==> src/rtl/game_pkg.sv <==
package game_pkg;

    typedef logic [9:0] coord_t;
    typedef logic [3:0] color_t;
    typedef logic [7:0] hits_t;
    typedef logic [1:0] speed_t;

    // **************************************************
    // screen geometry
    // **************************************************
    localparam coord_t play_left   = 10'd40;
    localparam coord_t play_right  = 10'd600;
    localparam coord_t play_top    = 10'd40;
    localparam coord_t play_bottom = 10'd440;

    // health bar strip above the playfield
    localparam coord_t bar_top    = 10'd10;
    localparam coord_t bar_bottom = 10'd30;

    // plane sits in a fixed column
    localparam coord_t plane_x0 = 10'd100;
    localparam coord_t plane_x1 = 10'd154;
    localparam coord_t plane_h  = 10'd34;
    localparam coord_t plane_y0 = 10'd100;

    localparam coord_t obst_w     = 10'd40;
    localparam coord_t obst_start = 10'd550;
    localparam coord_t lane_h     = 10'd30;

    // **************************************************
    // per-lane tables
    // **************************************************
    localparam int max_lanes = 8;

    // top edge of each lane band
    localparam coord_t lane_top_tbl [max_lanes] = '{
        10'd60, 10'd160, 10'd360, 10'd110,
        10'd200, 10'd250, 10'd290, 10'd325
    };

    // pixels per frame step
    localparam coord_t lane_speed_tbl [max_lanes] = '{
        10'd3, 10'd2, 10'd4, 10'd5,
        10'd3, 10'd4, 10'd2, 10'd3
    };

endpackage

==> src/rtl/scene_if.sv <==
`timescale 1ns/1ps

interface scene_if #(
    parameter int n_lanes = 4
) ();
    import game_pkg::*;

    coord_t                plane_y;
    // left edge of each lane's obstacle
    coord_t [n_lanes-1:0]  obstacle_x;
    hits_t                 hit_count;
    logic                  game_over;

    modport plane_mp (output plane_y);

    modport lanes_mp (output obstacle_x);

    modport supervisor_mp (
        input  plane_y,
        input  obstacle_x,
        output hit_count,
        output game_over
    );

    modport render_mp (input plane_y, obstacle_x, hit_count, game_over);

endinterface
==> src/rtl/game_supervisor.sv <==
`timescale 1ns/1ps

module game_supervisor #(
    parameter int n_lanes  = 4,
    parameter int hits_max = 8
) (
    input  logic             clk_d,
    input  logic             reset,
    input  game_pkg::coord_t pixel_x,
    input  game_pkg::coord_t pixel_y,
    output logic             frame_step,
    scene_if.supervisor_mp   scene
);
    import game_pkg::*;

    localparam hits_t hit_limit = hits_t'(hits_max);

    logic               at_origin;
    logic [n_lanes-1:0] lane_hit;
    logic               any_hit;
    hits_t              hit_next;

    // one step per frame, at the top-left pixel
    assign at_origin = (pixel_x == '0) && (pixel_y == '0);

    // **************************************************
    // collision check, half-open bands
    // **************************************************
    always_comb
    begin
        for (int i = 0; i < n_lanes; i++)
        begin
            lane_hit[i] = (scene.plane_y < lane_top_tbl[i] + lane_h)
                       && (lane_top_tbl[i] < scene.plane_y + plane_h)
                       && (scene.obstacle_x[i] < plane_x1)
                       && (plane_x0 < scene.obstacle_x[i] + obst_w);
        end
    end

    assign any_hit  = |lane_hit;
    assign hit_next = scene.hit_count + 8'd1;

    always_ff @(posedge clk_d)
    begin
        if (reset)
        begin
            frame_step      <= 1'b0;
            scene.hit_count <= '0;
            scene.game_over <= 1'b0;
        end
        else
        begin
            frame_step <= at_origin && !scene.game_over;
            // several lanes at once still count as one hit
            if (frame_step && any_hit)
            begin
                scene.hit_count <= hit_next;
                if (hit_next == hit_limit)
                    scene.game_over <= 1'b1;
            end
        end
    end

endmodule

==> src/rtl/obstacle_lanes.sv <==
`timescale 1ns/1ps

module obstacle_lanes #(
    parameter int n_lanes = 4
) (
    input  logic      clk_d,
    input  logic      reset,
    input  logic      frame_step,
    scene_if.lanes_mp scene
);
    import game_pkg::*;

    coord_t [n_lanes-1:0] x_next;

    // **************************************************
    // scroll left, wrap to the right edge
    // **************************************************
    always_comb
    begin
        for (int i = 0; i < n_lanes; i++)
        begin
            // past the left wall, reload instead of moving
            if (scene.obstacle_x[i] < play_left)
                x_next[i] = obst_start;
            else
                x_next[i] = scene.obstacle_x[i] - lane_speed_tbl[i];
        end
    end

    always_ff @(posedge clk_d)
    begin
        if (reset)
        begin
            for (int i = 0; i < n_lanes; i++)
            begin
                scene.obstacle_x[i] <= obst_start;
            end
        end
        else if (frame_step)
        begin
            scene.obstacle_x <= x_next;
        end
    end

endmodule

==> src/rtl/pix_gen_game.sv <==
`timescale 1ns/1ps

module pix_gen_game #(
    parameter int n_lanes  = 4,
    parameter int hits_max = 8
) (
    input  logic             clk_d,
    input  logic             reset,
    input  logic [3:0]       vry,
    input  game_pkg::coord_t pixel_x,
    input  game_pkg::coord_t pixel_y,
    input  logic             video_on,
    input  logic             high_s,
    input  logic             medium_s,
    input  logic             low_s,
    output game_pkg::color_t red,
    output game_pkg::color_t green,
    output game_pkg::color_t blue
);

    logic frame_step;

    // game state shared by all blocks
    scene_if #(.n_lanes(n_lanes)) scene ();

    plane_ctrl i_plane_ctrl (
        .clk_d      (clk_d),
        .reset      (reset),
        .frame_step (frame_step),
        .high_s     (high_s),
        .medium_s   (medium_s),
        .low_s      (low_s),
        .vry        (vry),
        .scene      (scene.plane_mp)
    );

    obstacle_lanes #(.n_lanes(n_lanes)) i_obstacle_lanes (
        .clk_d      (clk_d),
        .reset      (reset),
        .frame_step (frame_step),
        .scene      (scene.lanes_mp)
    );

    game_supervisor #(.n_lanes(n_lanes), .hits_max(hits_max)) i_game_supervisor (
        .clk_d      (clk_d),
        .reset      (reset),
        .pixel_x    (pixel_x),
        .pixel_y    (pixel_y),
        .frame_step (frame_step),
        .scene      (scene.supervisor_mp)
    );

    pixel_renderer #(.n_lanes(n_lanes), .hits_max(hits_max)) i_pixel_renderer (
        .clk_d      (clk_d),
        .reset      (reset),
        .video_on   (video_on),
        .pixel_x    (pixel_x),
        .pixel_y    (pixel_y),
        .scene      (scene.render_mp),
        .red        (red),
        .green      (green),
        .blue       (blue)
    );

endmodule

==> src/rtl/pixel_renderer.sv <==
`timescale 1ns/1ps

module pixel_renderer #(
    parameter int n_lanes  = 4,
    parameter int hits_max = 8
) (
    input  logic             clk_d,
    input  logic             reset,
    input  logic             video_on,
    input  game_pkg::coord_t pixel_x,
    input  game_pkg::coord_t pixel_y,
    scene_if.render_mp       scene,
    output game_pkg::color_t red,
    output game_pkg::color_t green,
    output game_pkg::color_t blue
);
    import game_pkg::*;

    localparam hits_t hit_limit = hits_t'(hits_max);
    // bar shrinks by one step per hit
    localparam int bar_step = (play_right - play_left) / hits_max;

    coord_t bar_end;
    logic   in_border;
    logic   in_bar;
    logic   in_plane;
    logic   in_obstacle;
    color_t red_next;
    color_t green_next;
    color_t blue_next;

    assign bar_end = play_left
                   + coord_t'(hit_limit - scene.hit_count) * coord_t'(bar_step);

    // **************************************************
    // region decode
    // **************************************************
    // includes the gap between bar and playfield
    assign in_border = (pixel_x > play_right) || (pixel_x < play_left)
                    || (pixel_y > play_bottom)
                    || ((pixel_y > bar_bottom) && (pixel_y < play_top))
                    || (pixel_y < bar_top);

    assign in_bar = (pixel_y > bar_top) && (pixel_y < bar_bottom)
                 && (pixel_x >= play_left) && (pixel_x < bar_end);

    assign in_plane = (pixel_x >= plane_x0) && (pixel_x < plane_x1)
                   && (pixel_y >= scene.plane_y)
                   && (pixel_y < scene.plane_y + plane_h);

    always_comb
    begin
        in_obstacle = 1'b0;
        for (int i = 0; i < n_lanes; i++)
        begin
            if ((pixel_x >= scene.obstacle_x[i])
                && (pixel_x < scene.obstacle_x[i] + obst_w)
                && (pixel_y >= lane_top_tbl[i])
                && (pixel_y < lane_top_tbl[i] + lane_h))
                in_obstacle = 1'b1;
        end
    end

    // **************************************************
    // colour priority
    // **************************************************
    always_comb
    begin
        if (!video_on)
            {red_next, green_next, blue_next} = {4'h0, 4'h0, 4'h0};
        else if (scene.game_over)
        begin
            // flat end screen
            if (in_border)
                {red_next, green_next, blue_next} = {4'h0, 4'h1, 4'h0};
            else
                {red_next, green_next, blue_next} = {4'hF, 4'h0, 4'h3};
        end
        else if (in_border)
            {red_next, green_next, blue_next} = {4'h0, 4'h0, 4'h0};
        else if (in_bar)
            {red_next, green_next, blue_next} = {4'h0, 4'hF, 4'h0};
        else if (in_plane)
            {red_next, green_next, blue_next} = {4'h0, 4'h0, 4'hF};
        else if (in_obstacle)
            {red_next, green_next, blue_next} = {4'hF, 4'h0, 4'h0};
        else
            {red_next, green_next, blue_next} = {4'hF, 4'hF, 4'hF};
    end

    always_ff @(posedge clk_d)
    begin
        if (reset)
        begin
            red   <= '0;
            green <= '0;
            blue  <= '0;
        end
        else
        begin
            red   <= red_next;
            green <= green_next;
            blue  <= blue_next;
        end
    end

endmodule

==> src/rtl/plane_ctrl.sv <==
`timescale 1ns/1ps

module plane_ctrl (
    input  logic       clk_d,
    input  logic       reset,
    input  logic       frame_step,
    input  logic       high_s,
    input  logic       medium_s,
    input  logic       low_s,
    input  logic [3:0] vry,
    scene_if.plane_mp  scene
);
    import game_pkg::*;

    // travel limits for the plane's top edge
    localparam coord_t y_min = play_top;
    localparam coord_t y_max = play_bottom - plane_h;

    speed_t speed;
    coord_t step;
    coord_t y_down;
    coord_t y_up;
    coord_t y_next;

    // speed select, high switch wins
    always_ff @(posedge clk_d)
    begin
        if (reset)
            speed <= 2'd1;
        else if (high_s)
            speed <= 2'd3;
        else if (medium_s)
            speed <= 2'd2;
        else if (low_s)
            speed <= 2'd1;
    end

    assign step   = {8'd0, speed};
    assign y_down = scene.plane_y + step;
    assign y_up   = scene.plane_y - step;

    // joystick low end pushes up, high end pushes down
    always_comb
    begin
        if ((vry >= 4'd9) && (vry <= 4'd14))
            y_next = (y_down > y_max) ? y_max : y_down;
        else if (vry <= 4'd3)
            y_next = (y_up < y_min) ? y_min : y_up;
        else
            y_next = scene.plane_y;
    end

    always_ff @(posedge clk_d)
    begin
        if (reset)
            scene.plane_y <= plane_y0;
        else if (frame_step)
            scene.plane_y <= y_next;
    end

endmodule

==> config.mk <==
export PLATFORM = sky130hd
export DESIGN_NAME = pix_gen_game
export DESIGN_NICKNAME = d
export VERILOG_FILES = /design/src/rtl/game_pkg.sv /design/src/rtl/scene_if.sv /design/src/rtl/game_supervisor.sv /design/src/rtl/obstacle_lanes.sv /design/src/rtl/pix_gen_game.sv /design/src/rtl/pixel_renderer.sv /design/src/rtl/plane_ctrl.sv
export SDC_FILE = /design/constraint.sdc
export NUM_CORES = 1
export LEC_CHECK = 0
export ABC_CLOCK_PERIOD_IN_PS = 5650
export BUFFER_PORTS_ARGS = -buffer_cell sky130_fd_sc_hd__buf_2
export CORE_MARGIN = 4
export CORE_UTILIZATION = 35
export CTS_BUF_LIST = sky130_fd_sc_hd__clkbuf_2
export DETAILED_ROUTE_END_ITERATION = 12
export PLACE_DENSITY = 0.59
export SKIP_CTS_REPAIR_TIMING = 1
export SLEW_MARGIN = 20
export SYNTH_ARGS = -nofsm -noshare
export SYNTH_HDL_FRONTEND = slang
export SYNTH_HIERARCHICAL = 1
export SYNTH_SLANG_ARGS = --single-unit
==> constraint.sdc <==
create_clock -name clk_d -period 5.65 [get_ports clk_d]
set_input_delay 0.565 -clock clk_d [delete_from_list [all_inputs] [get_ports clk_d]]
set_output_delay 0.565 -clock clk_d [all_outputs]
set_load 0.005 [all_outputs]
==> results by stage, run 1 <==
Run status:
- The run finished with clean final reports.

Setup path:
- The kind of start point of the critical path is a register.
- The required time of the critical path is a little over 6 ns.
- STA classifies the critical path endpoint as a register.
- The number of cells on the worst reg-to-reg path is 20.
- The worst-path maximum fanout is 9.
- The critical path in this run is classified as register to register.
- The worst endpoint data arrival time is around 5.8 ns.

Routing:
- For this block, the via count after detailed routing is between 8000 and 9000.
- Summed over all layers, the routed wires come to ~23 mm.
- The residual antenna-violating net count after detailed routing is 0.
- Dividing the detail-routed wire length by the instance count gives between 15 and 20 µm.
- For this run, design rule violations remaining after detail routing come to 0.
- The length of the first detailed-routing pass in iterations is 5.
- The detailed router's first-iteration violation count is 531.
- The average via count per standard cell is 5.65.

Timing:
- The minimum clock period after layout is about 5.3 ns.
- The final-layout setup total negative slack is 0 ns.
- For the final database, setup skew stands at roughly 0.037 ns.
- The fraction of the cycle the final worst path needs is between 90% and 100%.
- Derived from the worst setup path, the maximum achievable clock frequency is ~190 MHz.
- At the pin with the least slew margin, the transition time is between 0.9 and 1 ns.
- The final count of hold timing violations was 0.
- Setup violations remaining at the end of the flow were counted as 0.
- The worst setup slack after layout is approximately 0.39 ns.
- The relative slew slack is between 30% and 40%.
- Setup repair after global routing left no endpoint under its margin.
- The max-slew violation count was 0.

Clock network:
- In this run the clock root is driven by a sky130_fd_sc_hd__clkbuf_2.
- The number of sinks driven by the clock tree is 65.
- The H-tree was split into 3 levels.
- The CTS tree is done.
- Clock latency on the worst-skew pair, taken at its later pin, is approximately 0.58 ns.
- The clock buffer count from CTS is 9.
- The clock transition time at the flip-flop clock pins of the worst setup and hold paths is about 0.23 ns.
- No sink is reached through more buffers than the 2 on the longest clock path.

Floorplan:
- The initial utilization of the core area, before any placement, comes to between 30% and 40%.
- 42 I/O pins were placed.
- The floorplan step defined a die boundary enclosing 27400 µm².
- The initialized floorplan defines 57 standard-cell rows.
- In this run the standard cell core region covers around 24000 µm².
- The width of the die is ~170 µm.
- The die extent in y is around 170 µm.

Synth:
- The distinct cell type count of the synthesized netlist is between 100 and 150.
- Counting flops and latches in the post-synthesis netlist gives 65.
- The async set-reset flop share out of synthesis is 0%.
- In this run, synthesis inferred 0 flip-flops with an integrated enable.
- After synthesis, the mean cell area works out to ~8 µm².
- The synthesized design spends more area on one cell type than any other, namely sky130_fd_sc_hd__ha_1.
- The register area share after synthesis is between 15 and 20%.
- The count of warnings emitted by yosys is 6.
- The number of instances in the synthesized netlist is approximately 1100.
- The fraction of synthesized cell area taken by the top area cell type is a little under 20%.
- The total standard cell area after synthesis is about 8700 µm².
- Yosys attributes the largest share of cell area to sky130_fd_sc_hd__ha_1, sky130_fd_sc_hd__dfxtp_1, sky130_fd_sc_hd__xnor2_1.
- Among all flip-flop cells after synthesis, the most frequent one is sky130_fd_sc_hd__dfxtp_1.

Place:
- Buffers placed on the I/O ports in this run total 41.
- The worst setup slack after placement is around 0.42 ns.
- The last weighted congestion value of the routability-driven placer is 0.818.
- Summed over all nets, the half-perimeter wirelength after detailed placement is 17.1 mm.

Global routing:
- The largest net degree at the start of global routing is 38.
- The first global-routing pass estimated around 38 mm of wire.
- The number of global-route vias before repair is approximately 7500.
- The initial antenna violation count was 1.
- The total grt overflow is 0.
- The global-route usage over all layers is 16.8%.

Hold path:
- The path class of the tightest hold or removal check is input port to register.
- Along the worst hold path, the cell count comes to 2.

Pwr:
- The final total power is just over 0.0009 W.
- The power per standard cell area is approximately 99 nW/µm².
- VDD sags by at most around 0.073 mV.
- The leakage power total is 3.73 nW.

Layout:
- The layout-stage area growth over the synthesis result is 6.69%.
- The final-layout fill cell count is about 2500.
- The final layout net count is about 1300.
- The post-route netlist has a little under a tenth of its cells at a drive strength greater than 1.

Run:
- The number of maximum-capacitance violations is 0.
-- path summary, 6_finish.rpt --
kind	start	endpoint	slack (ns)
hold reg to reg	i_obstacle_lanes/scene.obstacle_x[21]	i_obstacle_lanes/scene.obstacle_x[21]	0.53
hold / removal	medium_s	i_plane_ctrl/speed[0]	0.19
setup reg to reg	i_game_supervisor/scene.hit_count[1]	i_pixel_renderer/green[0]	0.39
setup / recovery	i_game_supervisor/scene.hit_count[1]	i_pixel_renderer/green[0]	0.39
-- stage by stage --
stage	area (µm²)	hold WS, ns	std cells	util [%]
after floorplan	8680	0.458	1100	-
after global placement	9130	0.488	1437	37.5
after detailed placement	9130	0.497	1437	37.5
after CTS	9240	0.137	1453	38.0
after global routing	9250	0.166	1454	38.0
final	9250	0.193	1454	38.0
-- where the power goes --
part	internal [W]	leakage, nW	switching [W]
combinational	0.0000605	3.14	0.0000972
sequential	0.000461	0.525	0.00000214
clock	0.000101	0.0654	0.000199
-- sequential cells by signal, summed over array words and instances (netlist names) --
register / cells
i_pixel_renderer/blue: 2
i_obstacle_lanes/scene.obstacle_x: 38
i_game_supervisor/scene.hit_count: 8
i_plane_ctrl/scene.plane_y: 10
i_plane_ctrl/speed: 2
i_pixel_renderer/green: 2
i_game_supervisor/frame_step: 1
i_game_supervisor/scene.game_over: 1
i_pixel_renderer/red: 1
-- synth_stat cells (20+ instances only) --
| cell type | n |
|---|---|
| sky130_fd_sc_hd__inv_1 | 92 |
| sky130_fd_sc_hd__o21ai_0 | 63 |
| sky130_fd_sc_hd__a21oi_1 | 82 |
| sky130_fd_sc_hd__nor3_1 | 30 |
| sky130_fd_sc_hd__dfxtp_1 | 65 |
| sky130_fd_sc_hd__nor2_1 | 52 |
| sky130_fd_sc_hd__ha_1 | 135 |
| sky130_fd_sc_hd__xnor2_1 | 51 |
| sky130_fd_sc_hd__or3_1 | 23 |
| sky130_fd_sc_hd__nor2b_1 | 20 |
| sky130_fd_sc_hd__nand2_1 | 58 |
| sky130_fd_sc_hd__nand3_1 | 32 |
-- routing by layer --
| layer | GRT usage (%) | vias up | routed length, µm |
|---|---|---|---|
| li1 | - | 4193 | - |
| met1 | 23.7 | 3856 | 11500 |
| met2 | 27.2 | 148 | 10500 |
| met3 | 1.59 | 22 | 806 |
| met4 | 5.14 | 0 | 397 |
| met5 | 0 | - | 0 |
-- cell type report --
class	instances	area, µm²	share of cell area (%)
multi-input combinational	905	6810	73.6
sequential	65	1300	14.1
tap	324	405	4.38
inverter	93	349	3.77
timing repair buffer	50	273	2.95
clock inverter	6	58.8	0.636
clock buffer	10	50.0	0.541
antenna	1	2.50	0.0270
-- kinds of logic (layout without fill, tap and decap cells) --
group	after synthesis	after routing	share of synthesized area, %
multiplexers	2	2	0.231
adder cells (fa/ha/maj)	140	140	20.6
flip-flops	65	65	15.0
XOR/XNOR	71	71	7.26
AO/OA/AOI/OAI	344	344	27.2
AND/OR/NAND/NOR	346	346	23.1
other	1	3	0.0432
buffers and inverters	130	159	6.62
-- layout by cell type (no fill, tap or decap), types with 7 or more instances in the layout --
cell	instances
sky130_fd_sc_hd__nor2_1	52
sky130_fd_sc_hd__a21oi_1	82
sky130_fd_sc_hd__or4_1	8
sky130_fd_sc_hd__dfxtp_1	65
sky130_fd_sc_hd__o31a_1	7
sky130_fd_sc_hd__nor2b_1	20
sky130_fd_sc_hd__clkbuf_2	10
sky130_fd_sc_hd__nand2_1	58
sky130_fd_sc_hd__nor3_1	30
sky130_fd_sc_hd__xnor2_1	50
sky130_fd_sc_hd__o2111ai_1	15
sky130_fd_sc_hd__nand3b_1	11
sky130_fd_sc_hd__o21ai_0	63
sky130_fd_sc_hd__and3_1	8
sky130_fd_sc_hd__o21a_1	10
sky130_fd_sc_hd__nand4_1	11
sky130_fd_sc_hd__a21o_1	17
sky130_fd_sc_hd__buf_4	9
sky130_fd_sc_hd__inv_1	92
sky130_fd_sc_hd__buf_2	41
sky130_fd_sc_hd__o211ai_1	19
sky130_fd_sc_hd__a211oi_1	16
sky130_fd_sc_hd__and2_1	7
sky130_fd_sc_hd__nand2b_1	17
sky130_fd_sc_hd__or3_1	23
sky130_fd_sc_hd__xor2_1	19
sky130_fd_sc_hd__ha_1	135
sky130_fd_sc_hd__o21ai_1	8
sky130_fd_sc_hd__nand3_1	32
sky130_fd_sc_hd__nor4_1	14
sky130_fd_sc_hd__o31ai_1	13
sky130_fd_sc_hd__a31oi_1	15
-- worst max-delay path: stages, from the launching register on --
cell and delay [ns]:
sky130_fd_sc_hd__dfxtp_1 0.44, sky130_fd_sc_hd__o31a_1 0.34, sky130_fd_sc_hd__or3_1 0.35, sky130_fd_sc_hd__nor2_1 0.15, sky130_fd_sc_hd__xnor2_1 0.14, sky130_fd_sc_hd__ha_1 0.25
sky130_fd_sc_hd__ha_1 0.29, sky130_fd_sc_hd__inv_1 0.05, sky130_fd_sc_hd__fa_1 0.54, sky130_fd_sc_hd__inv_1 0.05, sky130_fd_sc_hd__ha_1 0.33, sky130_fd_sc_hd__xnor2_2 0.22
sky130_fd_sc_hd__nand3_1 0.11, sky130_fd_sc_hd__xnor2_1 0.20, sky130_fd_sc_hd__xnor2_1 0.14, sky130_fd_sc_hd__ha_1 0.29, sky130_fd_sc_hd__a2111oi_4 0.31, sky130_fd_sc_hd__o221ai_2 0.14
sky130_fd_sc_hd__or3b_4 0.42, sky130_fd_sc_hd__o31a_1 0.28, sky130_fd_sc_hd__a21bo_1 0.16
No activity file was read; power rests on OpenSTA's default activity.
==> run 2, diff against run 1 <==
--- a/config.mk
+++ b/config.mk
@@ -7,6 +7,7 @@
 export LEC_CHECK = 0
 export ABC_CLOCK_PERIOD_IN_PS = 5650
 export BUFFER_PORTS_ARGS = -buffer_cell sky130_fd_sc_hd__buf_2
+export CORE_ASPECT_RATIO = 0.6
 export CORE_MARGIN = 4
 export CORE_UTILIZATION = 35
 export CTS_BUF_LIST = sky130_fd_sc_hd__clkbuf_2
==> run 2 against run 1 <==
- register-to-register slack about the same
- worst setup slack got worse by 0.0023 ns
- critical endpoint unchanged
- sequential power hardly changed
- global-route usage rose by 1.3 points
- hold slack got worse by 0.098 ns
- clock skew decreased by 0.0072 ns
- combinational power up 4%
==> results by stage, run 2 (synthesized netlist as in run 1, its figures left out) <==
Routing:
- The first detailed-routing pass took 5 iterations.
- For this block, the routed nets add up to 24.7 mm of wire.
- The total vias in the final route is roughly 8300.
- After detailed routing, the average wire length per cell comes to 17.0 µm.
- The average via count per standard cell is about 5.7.
- The DRC violation count after routing is 0.
- The detail route stage leaves a number of antenna-violating nets equal to 0.
- The detailed router's first-iteration violation count is 572.

Timing:
- Derived from the worst setup path, the maximum achievable clock frequency is ~190 MHz.
- Setup repair after global routing left no endpoint under its margin.
- Setup violations remaining at the end of the flow were counted as 0.
- The final critical path takes up 93.2% of the cycle.
- After layout, the minimum clock period comes to ~5.3 ns.
- Between clock sinks in the finished design, the worst skew comes to between 0.02 and 0.03 ns.
- The max-slew violation count is 0.
- The final count of hold timing violations was 0.
- Measured against its own limit, the worst slew margin works out to between 30% and 40%.
- Adding up every negative setup slack in the final design gives 0 ns.
- For the pin with the worst max-slew slack, the measured transition is a little over 1 ns.

Floorplan:
- The initialized floorplan defines 44 standard-cell rows.
- The starting density of the core is between 30% and 40%.
- The die extent in y is roughly 130 µm.
- The count of boundary I/O pins is between 40 and 50.
- The total area inside the core boundary comes to around 24000 µm².
- The die is around 210 µm wide.
- The floorplan step defined a die boundary enclosing about 27000 µm².

Hold path:
- In this run the worst hold path is classified as input port to register.
- The worst hold path was traced through 3 stages.

Setup path:
- The destination of the worst register-to-register timing path is i_pixel_renderer/green[0].
- In this run the worst setup path terminates at i_pixel_renderer/green[0].
- The setup slack of the most critical reg-to-reg path is between 0.3 and 0.4 ns.
- The worst endpoint data arrival time is between 5 and 6 ns.
- The worst setup path is launched from a register.
- The critical path endpoint category is a register.
- The delay of the slowest critical-path stage is between 0.5 and 0.6 ns.
- The startpoint of the worst-slack reg-to-reg timing path is i_game_supervisor/scene.hit_count[1].
- Counting buffers and inverters, the worst setup path is 20 cells deep.
- The critical path is of the register to register type.
- In this run the worst setup path begins at i_game_supervisor/scene.hit_count[1].
- The number of buffers and inverters on the critical path is 2.
- The number of cells on the worst reg-to-reg path is 20.
- STA puts the critical path data required time at 6.31 ns.
- The worst-path maximum fanout is 9.
- The signal on the critical path passes through o31a_1, or3_1, nor2_1, xnor2_1, ha_1, ha_1, inv_1, fa_1, inv_1, ha_1, xnor2_1, nand3_1, xnor2_1, xnor2_1, ha_1, a2111oi_4, o221ai_2, or3b_4, o31a_1, a21bo_1.
- The family with the most delay on the worst path is adder cells.
- On the critical path, the stage with the largest delay is an instance of sky130_fd_sc_hd__fa_1.

Run:
- The number of maximum-capacitance violations is 0.

Layout:
- The final-layout fill cell count is approximately 2500.
- The final layout contains 1296 nets.
- Relative to the synthesized area, the layout overhead comes to 7.08%.
- The most frequent standard cell in the layout excluding fill and tap cells is sky130_fd_sc_hd__ha_1.
- In the final layout, the share of cells above drive strength 1 is under 10%.
- The top cell types in the final layout, fill and taps aside, are sky130_fd_sc_hd__ha_1, sky130_fd_sc_hd__inv_1, sky130_fd_sc_hd__a21oi_1, sky130_fd_sc_hd__dfxtp_1, sky130_fd_sc_hd__o21ai_0.
- In the final layout, the registers with the most flip-flops are i_obstacle_lanes/scene.obstacle_x (38), i_plane_ctrl/scene.plane_y (10), i_game_supervisor/scene.hit_count (8).
- The final cell count without fillers is ~1500.
- The flip-flop count of the largest register after layout is 38.
- Counting flops per register, the top entry is i_obstacle_lanes/scene.obstacle_x.

Global routing:
- Global routing consumed, over all layers together, a little under a fifth of the routing resources.
- The initial antenna violation count is 2.
- Entering global routing, the biggest net connects 38 pins.
- The number of global-route vias before repair is between 7000 and 8000.
- The first global-routing pass estimated between 40 and 50 mm of wire.
- Global routing finished with a remaining overflow of 0.

Clock network:
- The number of levels the H-tree was split into is 3.
- TritonCTS created 9 clock buffers.
- TritonCTS built the clock tree.
- The clock tree root driver cell is sky130_fd_sc_hd__clkbuf_2.
- Counting along the longest clock path gives a buffer depth of 2.
- The later pin in the worst-skew pair is clocked with a latency of between 0.6 and 0.7 ns.
- The clock drives between 60 and 70 sinks.
- After clock tree synthesis, the clock-pin slew on the worst setup and hold paths is about 0.21 ns.

Place:
- Counting tap cells, the placed design contains a total of approximately 1400 instances.
- Input and output buffers added on the ports amount to 41.
- The half-perimeter wire length after placement is about 19 mm.
- The last weighted congestion value of the routability-driven placer is approximately 0.88.

Pwr:
- The leakage power total is between 3 and 4 nW.
- Across the VDD grid, the largest voltage drop is approximately 0.1 mV.
- The power per standard cell area is 105 nW/µm².

Run status:
- The run finished with clean final reports.
[run 2: report_power, final]
group	switching [W]	internal [W]	leakage, nW	total [W]
clock	0.000207	0.000145	0.0732	0.000352
combinational	0.000103	0.0000610	3.14	0.000164
sequential	0.00000193	0.000461	0.525	0.000463
total	0.000312	0.000667	3.74	0.000979
[run 2: worst min-delay path by stage]
stage | start | endpoint | slack [ns]
detailed placement | i_obstacle_lanes/scene.obstacle_x[21] | i_obstacle_lanes/scene.obstacle_x[21] | 0.49
floorplan | i_obstacle_lanes/scene.obstacle_x[21] | i_obstacle_lanes/scene.obstacle_x[21] | 0.46
finish | high_s | i_plane_ctrl/speed[0] | 0.09
global placement | i_obstacle_lanes/scene.obstacle_x[21] | i_obstacle_lanes/scene.obstacle_x[21] | 0.49
CTS | medium_s | i_plane_ctrl/speed[0] | -0.003
global route | high_s | i_plane_ctrl/speed[0] | 0.01
[run 2: per-stage QoR]
step                      instance area [µm²]  hold WS, ns  setup WS [ns]  total power [W]  utilization (%)
final                                    9290       0.0942          0.386         0.000979             38.2
after global routing                     9290       0.0128         0.0602          0.00104             38.2
after CTS                                9270     -0.00250          0.358         0.000993             38.2
after detailed placement                 9130        0.494          0.351         0.000633             37.6
after global placement                   9130        0.487          0.424         0.000630             37.6
after floorplan                          8680        0.458          0.642         0.000567                -
[run 2: tightest hold or removal path, delay by kind of cell]
kind	cells	cell delay [ns]
compound gates	1	0.05
buf+inv	1	0.08
simple gates	1	0.04
[run 2: metal layers]
layer  track usage (%)  part of all wire [%]  up-vias
met1              28.6                    55     3877
met2              24.0                    37      251
met5                 0                     0        -
li1                  -                     -     4195
met4              4.19                   1.1        0
met3              4.52                   7.0       24
[run 2: layout make-up]
class	count	area [µm²]	area share (%)
flip-flops and latches	65	1300	14.0
clock inverters	6	82.6	0.889
multi-input cells	905	6810	73.3
well taps	322	403	4.34
repair buffers	52	290	3.13
clock buffers	10	50.0	0.539
diodes	2	5.00	0.0539
inverters	93	349	3.76
